--- config.mk ---
export PLATFORM = sky130hd
export DESIGN_NAME = exec_top
export DESIGN_NICKNAME = d
export VERILOG_FILES = /design/src/hdl/exec_pkg.sv /design/src/hdl/psr_if.sv /design/src/hdl/insn_classify.sv /design/src/hdl/alu.sv /design/src/hdl/multiplier.sv /design/src/hdl/psr_file.sv /design/src/hdl/execute.sv /design/src/hdl/exec_top.sv
export SDC_FILE = /design/constraint.sdc
export NUM_CORES = 1
export LEC_CHECK = 0
export BUFFER_PORTS_ARGS = -buffer_cell sky130_fd_sc_hd__buf_2
export CAP_MARGIN = 20
export CORE_ASPECT_RATIO = 0.9
export CORE_MARGIN = 2
export CORE_UTILIZATION = 50
export CTS_CLUSTER_DIAMETER = 200
export DETAILED_ROUTE_END_ITERATION = 10
export GPL_ROUTABILITY_DRIVEN = 0
export PLACE_DENSITY = 0.77
export SYNTH_ARGS = -nofsm -noshare
export SYNTH_HDL_FRONTEND = slang
export SYNTH_HIERARCHICAL = 1
export SYNTH_SLANG_ARGS = --single-unit
--- constraint.sdc ---
create_clock -name clk -period 8.9 [get_ports clk]
set_input_delay 0.445 -clock clk [delete_from_list [all_inputs] [get_ports clk]]
set_output_delay 0.445 -clock clk [all_outputs]
set_load 0.02 [all_outputs]
--- src/hdl/exec_pkg.sv ---
package exec_pkg;

	localparam int word_w = 32;

	// data-processing opcodes, insn[24:21].
	typedef enum logic [3:0] {
		op_and, op_eor, op_sub, op_rsb,
		op_add, op_adc, op_sbc, op_rsc,
		op_tst, op_teq, op_cmp, op_cmn,
		op_orr, op_mov, op_bic, op_mvn
	} alu_op_t;

	typedef enum logic [3:0] {
		cls_mult, cls_mrs, cls_msr, cls_msr_flags, cls_swp, cls_bx, cls_hdata,
		cls_alu, cls_ldrstr, cls_ldmstm, cls_branch, cls_coproc, cls_swi, cls_undef
	} insn_class_t;

	// ########################################
	// instruction fields.
	localparam int bit_s       = 20;
	localparam int bit_a       = 21;
	localparam int bit_ps      = 22;
	localparam int bit_l       = 24;
	localparam int bit_msr_all = 16;
	localparam int op_lsb      = 21;
	localparam int rd_lsb      = 12;
	localparam int mul_rd_lsb  = 16; // multiply puts Rd elsewhere.

	// psr flag positions.
	localparam int psr_n = 31;
	localparam int psr_z = 30;
	localparam int psr_c = 29;
	localparam int psr_v = 28;

	localparam logic [4:0] mode_usr = 5'b10000;
	localparam logic [4:0] mode_svc = 5'b10011;
	localparam logic [word_w-1:0] cpsr_reset = {24'h0, 3'b110, mode_svc}; // irq and fiq masked.

	localparam logic [3:0] link_reg = 4'he;
	localparam logic [word_w-1:0] pc_link_off   = 32'd4;
	localparam logic [word_w-1:0] pc_branch_off = 32'd8;

	// ########################################
	// decode patterns in priority order.
	localparam logic [31:0] pat_mult      = 32'b????_0000_00??_????_????_????_1001_????;
	localparam logic [31:0] pat_mrs       = 32'b????_0001_0?00_1111_????_0000_0000_0000;
	localparam logic [31:0] pat_msr       = 32'b????_0001_0?10_1001_1111_0000_0000_????;
	localparam logic [31:0] pat_msr_flags = 32'b????_00?1_0?10_1000_1111_????_????_????;
	localparam logic [31:0] pat_swp       = 32'b????_0001_0?00_????_????_0000_1001_????;
	localparam logic [31:0] pat_bx        = 32'b????_0001_0010_1111_1111_1111_0001_????;
	localparam logic [31:0] pat_hdata     = 32'b????_000?_????_????_????_????_1??1_????;
	localparam logic [31:0] pat_alu       = 32'b????_00??_????_????_????_????_????_????;
	localparam logic [31:0] pat_undef     = 32'b????_011?_????_????_????_????_???1_????;
	localparam logic [31:0] pat_ldrstr    = 32'b????_01??_????_????_????_????_????_????;
	localparam logic [31:0] pat_ldmstm    = 32'b????_100?_????_????_????_????_????_????;
	localparam logic [31:0] pat_branch    = 32'b????_101?_????_????_????_????_????_????;
	localparam logic [31:0] pat_swi       = 32'b????_1111_????_????_????_????_????_????;
	localparam logic [31:0] pat_coproc    = 32'b????_11??_????_????_????_????_????_????;

endpackage

--- src/hdl/psr_if.sv ---
interface psr_if import exec_pkg::*; ();

	logic [word_w-1:0] cpsr;
	logic [word_w-1:0] spsr;
	logic [word_w-1:0] new_cpsr; // full value with unchanged bits passed through.
	logic [word_w-1:0] new_spsr;
	logic psr_up;

	// psr block holds the registers.
	modport owner (output cpsr, spsr, input new_cpsr, new_spsr, psr_up);

	modport user (input cpsr, spsr, output new_cpsr, new_spsr, psr_up);

endinterface

--- src/hdl/insn_classify.sv ---
module insn_classify import exec_pkg::*; (
	input  logic [31:0] insn,
	output insn_class_t cls
);

	// first match wins.
	// multiply and the psr transfers are special cases of the alu space,
	// so they sit ahead of it.
	always_comb begin
		casez (insn)
			pat_mult:
				cls = cls_mult;
			pat_mrs:
				cls = cls_mrs;
			pat_msr:
				cls = cls_msr;
			pat_msr_flags:
				cls = cls_msr_flags;
			pat_swp:
				cls = cls_swp;
			pat_bx:
				cls = cls_bx;
			pat_hdata:
				cls = cls_hdata; // register and immediate offset forms.
			pat_alu:
				cls = cls_alu;
			pat_undef:
				cls = cls_undef; // hole in the load/store space.
			pat_ldrstr:
				cls = cls_ldrstr;
			pat_ldmstm:
				cls = cls_ldmstm;
			pat_branch:
				cls = cls_branch;
			pat_swi:
				cls = cls_swi;
			pat_coproc:
				cls = cls_coproc; // ldc/stc, cdp, mrc/mcr.
			default:
				cls = cls_undef;
		endcase
	end

endmodule

--- src/hdl/alu.sv ---
module alu import exec_pkg::*; (
	input  logic [31:0] in0,
	input  logic [31:0] in1,
	input  alu_op_t op,
	input  logic setflags,
	input  logic shifter_carry,
	input  logic [31:0] cpsr,
	output logic [31:0] result,
	output logic [31:0] cpsr_out,
	output logic setres
);

	logic cin; // carry into adc.
	logic bin; // borrow into sbc and rsc.
	logic [word_w:0] sum;
	logic [word_w:0] diff;
	logic [word_w:0] rdiff;
	logic sum_v, diff_v, rdiff_v;
	logic flag_n, flag_z, flag_c, flag_v;

	assign cin = (op == op_adc) && cpsr[psr_c];
	assign bin = ((op == op_sbc) || (op == op_rsc)) && !cpsr[psr_c];

	assign sum   = {1'b0, in0} + {1'b0, in1} + {{word_w{1'b0}}, cin};
	assign diff  = {1'b0, in0} - {1'b0, in1} - {{word_w{1'b0}}, bin};
	assign rdiff = {1'b0, in1} - {1'b0, in0} - {{word_w{1'b0}}, bin};

	// signed overflow.
	assign sum_v   = (in0[word_w-1] == in1[word_w-1]) && (sum[word_w-1] != in0[word_w-1]);
	assign diff_v  = (in0[word_w-1] != in1[word_w-1]) && (diff[word_w-1] != in0[word_w-1]);
	assign rdiff_v = (in0[word_w-1] != in1[word_w-1]) && (rdiff[word_w-1] != in1[word_w-1]);

	always_comb begin
		flag_c = shifter_carry; // logical ops.
		flag_v = cpsr[psr_v];
		case (op)
			op_and, op_tst:
				result = in0 & in1;
			op_eor, op_teq:
				result = in0 ^ in1;
			op_orr:
				result = in0 | in1;
			op_mov:
				result = in1;
			op_bic:
				result = in0 & ~in1;
			op_mvn:
				result = ~in1;
			op_add, op_adc, op_cmn: begin
				result = sum[word_w-1:0];
				flag_c = sum[word_w];
				flag_v = sum_v;
			end
			op_sub, op_sbc, op_cmp: begin
				result = diff[word_w-1:0];
				flag_c = !diff[word_w]; // arm carry is not-borrow.
				flag_v = diff_v;
			end
			default: begin // rsb, rsc.
				result = rdiff[word_w-1:0];
				flag_c = !rdiff[word_w];
				flag_v = rdiff_v;
			end
		endcase

		flag_n = result[word_w-1];
		flag_z = (result == '0);
		setres = !(op inside {op_tst, op_teq, op_cmp, op_cmn}); // compares only touch flags.

		cpsr_out = cpsr;
		if (setflags)
			cpsr_out[psr_n:psr_v] = {flag_n, flag_z, flag_c, flag_v};
	end

endmodule

--- src/hdl/multiplier.sv ---
module multiplier import exec_pkg::*; (
	input  logic clk,
	input  logic rst,
	input  logic start,
	input  logic [31:0] acc0,
	input  logic [31:0] in0,
	input  logic [31:0] in1,
	output logic done,
	output logic [31:0] result
);

	logic [word_w-1:0] bits_left; // multiplier bits not yet retired.
	logic [word_w-1:0] mcand;
	logic [word_w-1:0] acc;
	logic [word_w-1:0] partial;

	// two partial products per cycle.
	always_comb begin
		partial = '0;
		if (bits_left[0])
			partial = partial + mcand;
		if (bits_left[1])
			partial = partial + {mcand[word_w-2:0], 1'b0};
	end

	always_ff @(posedge clk) begin
		if (rst) begin
			bits_left <= '0;
			done <= 1'b0;
		end else if (start) begin
			bits_left <= in0;
			done <= 1'b0;
		end else begin
			bits_left <= bits_left >> 2;
			if (bits_left == '0)
				done <= 1'b1;
		end
	end

	always_ff @(posedge clk) begin
		if (start) begin
			mcand <= in1;
			acc <= acc0;
		end else begin
			mcand <= mcand << 2;
			acc <= acc + partial;
			if (bits_left == '0)
				result <= acc; // nothing left to add.
		end
	end

endmodule

--- src/hdl/psr_file.sv ---
module psr_file import exec_pkg::*; (
	input  logic clk,
	input  logic rst,
	psr_if.owner psr
);

	// ########################################
	// cpsr and spsr.
	//
	// new values arrive complete from the stage,
	// with psr_up already gated by its stall.

	always_ff @(posedge clk) begin
		if (rst) begin
			psr.cpsr <= cpsr_reset; // svc mode with irqs off.
			psr.spsr <= '0;
		end else if (psr.psr_up) begin
			psr.cpsr <= psr.new_cpsr;
			psr.spsr <= psr.new_spsr;
		end
	end

endmodule

--- src/hdl/execute.sv ---
module execute import exec_pkg::*; (
	input  logic clk,
	input  logic rst,
	input  logic stall,
	input  logic flush,
	input  logic bubble_in,
	input  logic [31:0] pc,
	input  logic [31:0] insn,
	input  logic [31:0] op0,
	input  logic [31:0] op1,
	input  logic [31:0] op2,
	input  logic carry,
	psr_if.user psr,
	output logic stall_out,
	output logic bubble_out,
	output logic write_reg,
	output logic [3:0] write_num,
	output logic [31:0] write_data,
	output logic jmp,
	output logic [31:0] jmppc
);

	insn_class_t cls;
	logic [word_w-1:0] alu_result;
	logic [word_w-1:0] alu_cpsr;
	logic alu_setres;
	logic is_mult;
	logic mult_start, mult_done, mult_wait, mult_stall;
	logic [word_w-1:0] mult_acc0;
	logic [word_w-1:0] mult_result;
	logic flush_pend; // flush seen while stalled.
	logic next_bubble, next_write_reg, next_psr_up;
	logic [3:0] next_write_num;
	logic [word_w-1:0] next_write_data;
	logic flags_only;

	insn_classify classify_i (.insn(insn), .cls(cls));

	alu alu_i (
		.in0(op0), .in1(op1), .op(alu_op_t'(insn[op_lsb +: 4])), .setflags(insn[bit_s]),
		.shifter_carry(carry), .cpsr(psr.cpsr),
		.result(alu_result), .cpsr_out(alu_cpsr), .setres(alu_setres)
	);

	// ########################################
	// multiply control.
	// op0 is Rn, op1 is Rm, op2 is Rs.
	assign is_mult = (cls == cls_mult) && !bubble_in;
	assign mult_start = is_mult && !mult_wait; // one pulse per multiply.
	assign mult_acc0 = insn[bit_a] ? op0 : '0;

	multiplier mult_i (
		.clk(clk), .rst(rst), .start(mult_start), .acc0(mult_acc0), .in0(op1), .in1(op2),
		.done(mult_done), .result(mult_result)
	);

	assign mult_stall = is_mult && !(mult_wait && mult_done);
	assign stall_out = stall || mult_stall;

	always_ff @(posedge clk) begin
		if (rst) begin
			mult_wait <= 1'b0;
			flush_pend <= 1'b0;
		end else begin
			if (mult_start)
				mult_wait <= 1'b1;
			else if (!stall_out)
				mult_wait <= 1'b0; // retired.
			if (flush && stall_out)
				flush_pend <= 1'b1;
			else if (!stall_out)
				flush_pend <= 1'b0;
		end
	end

	// ########################################
	// writeback and psr update.
	assign next_bubble = bubble_in || flush || flush_pend || mult_stall;
	assign flags_only = (psr.cpsr[4:0] == mode_usr) || !insn[bit_msr_all];

	always_comb begin
		next_write_reg = 1'b0;
		next_write_num = insn[rd_lsb +: 4];
		next_write_data = alu_result;
		next_psr_up = 1'b0;
		psr.new_cpsr = psr.cpsr;
		psr.new_spsr = psr.spsr;
		case (cls)
			cls_mult: begin
				next_write_reg = 1'b1;
				next_write_num = insn[mul_rd_lsb +: 4];
				next_write_data = mult_result;
				if (insn[bit_s]) begin // n and z from result, c cleared, v kept.
					psr.new_cpsr[psr_n] = mult_result[word_w-1];
					psr.new_cpsr[psr_z] = (mult_result == '0);
					psr.new_cpsr[psr_c] = 1'b0;
					next_psr_up = 1'b1;
				end
			end
			cls_mrs: begin
				next_write_reg = 1'b1;
				next_write_data = insn[bit_ps] ? psr.spsr : psr.cpsr;
			end
			cls_msr, cls_msr_flags: begin
				next_psr_up = 1'b1;
				if (insn[bit_ps])
					psr.new_spsr = flags_only ? {op0[psr_n:psr_c], psr.spsr[psr_c-1:0]} : op0;
				else
					psr.new_cpsr = flags_only ? {op0[psr_n:psr_c], psr.cpsr[psr_c-1:0]} : op0;
			end
			cls_alu: begin
				next_write_reg = alu_setres;
				if (insn[bit_s]) begin
					next_psr_up = 1'b1;
					// s with rd = pc is an exception return.
					psr.new_cpsr = (insn[rd_lsb +: 4] == 4'hf) ? psr.spsr : alu_cpsr;
				end
			end
			cls_branch: begin
				if (insn[bit_l]) begin
					next_write_reg = 1'b1;
					next_write_num = link_reg;
					next_write_data = pc + pc_link_off;
				end
			end
			default: ; // passes through untouched.
		endcase
	end

	assign psr.psr_up = next_psr_up && !stall_out && !next_bubble;

	// branch resolves in this cycle.
	assign jmppc = pc + op0 + pc_branch_off;
	assign jmp = (cls == cls_branch) && !bubble_in && !flush && !flush_pend && !stall_out;

	always_ff @(posedge clk) begin
		if (rst) begin
			bubble_out <= 1'b1;
			write_reg <= 1'b0;
		end else if (!stall) begin
			bubble_out <= next_bubble;
			write_reg <= next_write_reg && !next_bubble;
		end
	end

	always_ff @(posedge clk) begin
		if (!stall) begin
			write_num <= next_write_num;
			write_data <= next_write_data;
		end
	end

endmodule

--- src/hdl/exec_top.sv ---
module exec_top (
	input  logic clk,
	input  logic rst,
	input  logic stall,
	input  logic flush,
	input  logic bubble_in,
	input  logic [31:0] pc,
	input  logic [31:0] insn,
	input  logic [31:0] op0,
	input  logic [31:0] op1,
	input  logic [31:0] op2,
	input  logic carry,
	output logic stall_out,
	output logic bubble_out,
	output logic write_reg,
	output logic [3:0] write_num,
	output logic [31:0] write_data,
	output logic jmp,
	output logic [31:0] jmppc,
	output logic [31:0] cpsr,
	output logic [31:0] spsr
);

	psr_if psr_bus ();

	execute execute_i (
		.clk(clk), .rst(rst), .stall(stall), .flush(flush), .bubble_in(bubble_in),
		.pc(pc), .insn(insn), .op0(op0), .op1(op1), .op2(op2), .carry(carry),
		.psr(psr_bus.user),
		.stall_out(stall_out), .bubble_out(bubble_out), .write_reg(write_reg),
		.write_num(write_num), .write_data(write_data), .jmp(jmp), .jmppc(jmppc)
	);

	psr_file psr_file_i (.clk(clk), .rst(rst), .psr(psr_bus.owner));

	assign cpsr = psr_bus.cpsr; // psr state visible at the top.
	assign spsr = psr_bus.spsr;

endmodule

==> impl_results.md <==
- Synth cell types: ~120
- Synth Net Count: about 4000
- Tmin final: 6560 ps
- EDFF count, synth: 68
- Status: finished clean
- Fill count: 5044
- Gr ovfl total: 0
- Later-pin clock latency in the skew report: 620 ps
- Nets: 4137
- Met3 wire length: between 15000 and 20000 um
- Largest family of logic cells by synthesized area: compound AO/OA/AOI/OAI gates
- Final total negative setup slack: 0 ps
- Leakage: approximately 13 nW
- Yosys warning total: 6
- CTS tree: yes
- DRC violations left: 0
- WP buf/inv: 2
- Pwr Total: 4.49 mW
- Die ar.: 0.0570 mm2
- Slowest stage delay, CP: 820 ps
- CP required: 9450 ps
- Post-DP HPWL: 79800 um
- Root buf cell: clkbuf_16
- Synthesis-stage register bit count: approximately 230
- Setup ws final: 2340 ps
- Worst Skew: between 30 and 40 ps
- Pre-CTS WS: 2130 ps
- Min-Delay Path Class: in -> reg
- Async SR Flop Fraction: 0
- DR iter-0 viols: between 3000 and 4000
- Area occupied by multi-input gates: 0.0203 mm2
- Tot GR Track Use: 0.352
- Initial DRT Pass Iterations: 7
- Ys flop type: dfxtp_1
- Initial antenna violation count: 21
- Core region area: 0.0544 mm2
- Worst path top cell family by delay: simple AND/OR/NAND/NOR gates
- Most common cell after layout, fill and taps aside: nand2_1
- Post-synthesis compound-gate area fraction: 0.257
- FP Rows: 81
- Register area share after synthesis: 0.194
- I/O Pins: 302
- Initial Util: 0.506
- Reg2reg setup slack: 2380 ps
- Hold Vio Cnt, Final: 0
- Ratio of cells with drive above 1 in the final layout: 0.134
- Biggest area consumer among synthesized cells: ha_1
- Adder-cell share of the synthesized area: 0.144
- Final period util: 0.737
- DR top layer: met5
- Syn Area/Cell: 7.80 um2
- Actual slew at the worst max-slew pin: 1200 ps
- Post-synth top area share: 0.137
- Resized cells post-CTS: 0
- Worst VDD drop: 0.000147 V
- CTS hold repair buffers: 0
- WL final: approximately 100000 um
- Most frequent cells in the layout: nand2_1, ha_1, buf_2
- Critical-path top delay cell: a2111oi_2
- Via count: 28900
- Die X: approximately 250 um
- Synthesized area: 0.0275 mm2
- Vias per cell: 6.56
- Finished Cell Area: 0.0300 mm2
- CTS sink cnt: 233
- Number of global-route vias before repair: 25700
- Pwr per Cell Area: 150 mW/mm2
- M1 wire length: roughly 40000 um
- Placed cell area: 0.0290 mm2
- Post-Synthesis Cells: 3528
- Crit Path Category: in -> reg
- First-pass GRT wire length: 154000 um
- Met2 wire len: between 40000 and 50000 um
- Crit-path max FO: 28
- Die height: 227 um
- Simple-gate portion of the synthesized area: 0.198
- CTS H-Tree Depth: 1
- # port buffers: 297
- Register area: ~0.0053 mm2
- Most used cell, CP: a21oi_1
- Mux cell area share after synthesis: 0.0798
- Routed wire length per instance: around 24 um
- XOR/XNOR Fraction of Synth Area: 0.0588
- Crit path DAT: 7100 ps
- Maxcap violations: 0
- Fmax: 153 MHz
- Cts bufs inserted: 28
- Worst setup SP type: input port
- Max clock buf depth: 3
- Synth top area cells: ha_1, dfxtp_1, edfxtp_1
- Reg clk slew, reported paths: 70 ps
- Post-route ant nets: 0
- Max-slew headroom: 0.192
- RSZ-0062 raised after global routing: false
- Layout area overhead: 9.02%
- Slew Viols, Final: 0
- Nature of the critical path endpoint: flip-flop
- Setup-failing EPs final: 0
- Setup Fix Bufs, Post-CTS: 0
- Pin count of the biggest net entering global routing: 103
==> where the power goes <==
| group | switching (mW) | internal, mW | total, mW | leakage [nW] |
|---|---|---|---|---|
| combinational | 1.19 | 0.649 | 1.84 | 10.1 |
| clock | 0.551 | 0.640 | 1.19 | 0.448 |
| sequential | 0.162 | 1.30 | 1.46 | 2.02 |
==> stage by stage <==
| step | hold slack, ps | cells | utilization |
|---|---|---|---|
| after floorplan | 415 | 3528 | - |
| after global placement | 443 | 4334 | 0.533 |
| after detailed placement | 443 | 4334 | 0.533 |
| after CTS | 18.2 | 4386 | 0.551 |
| after global routing | 21.1 | 4399 | 0.551 |
| final | 29.3 | 4403 | 0.552 |
==> logic make-up after synthesis <==
logic type      Yosys count
fa+ha+maj               313
compound gates         1066
flops                   233
xor+xnor                185
buf+inv                 417
simple gates           1103
mux                     211
==> per-layer routing <==
| layer | up-vias | GRT usage |
|---|---|---|
| met5 | - | 0 |
| met4 | 6 | 0.204 |
| met3 | 393 | 0.135 |
| met2 | 1852 | 0.501 |
| met1 | 13400 | 0.451 |
| li1 | 13200 | - |
==> synth_stat cells, types with 58 or more instances <==
cell type	count
nand2_1	331
ha_1	301
a21oi_1	283
nor2_1	278
o21ai_0	201
inv_1	188
dfxtp_1	165
mux2i_1	142
clkbuf_1	119
xnor2_1	93
xor2_1	92
nand3_1	77
and2_1	70
edfxtp_1	68
nor3_1	62
a211oi_1	60
a21o_1	58
==> layout make-up <==
cell class                 instances  share of cell area
tap                              705              0.0294
inverter                         189              0.0236
multi-input combinational       2878               0.678
clock buffer                      30              0.0243
sequential                       233               0.178
antenna                           15             0.00125
clock inverter                    22             0.00700
timing repair buffer             331              0.0584
==> worst paths after layout <==
check / endpoint / cells past startpoint / startpoint
hold / removal: execute_i/mult_i/mcand[1] / 2 / op2[1]
hold reg to reg: execute_i/mult_i/result[9] / 0 / execute_i/mult_i/acc[9]
setup / recovery: psr_file_i/psr.cpsr[30] / 25 / insn[22]
setup reg to reg: psr_file_i/psr.cpsr[30] / 23 / psr_file_i/psr.cpsr[29]
Power figures use the tool's default switching activity.
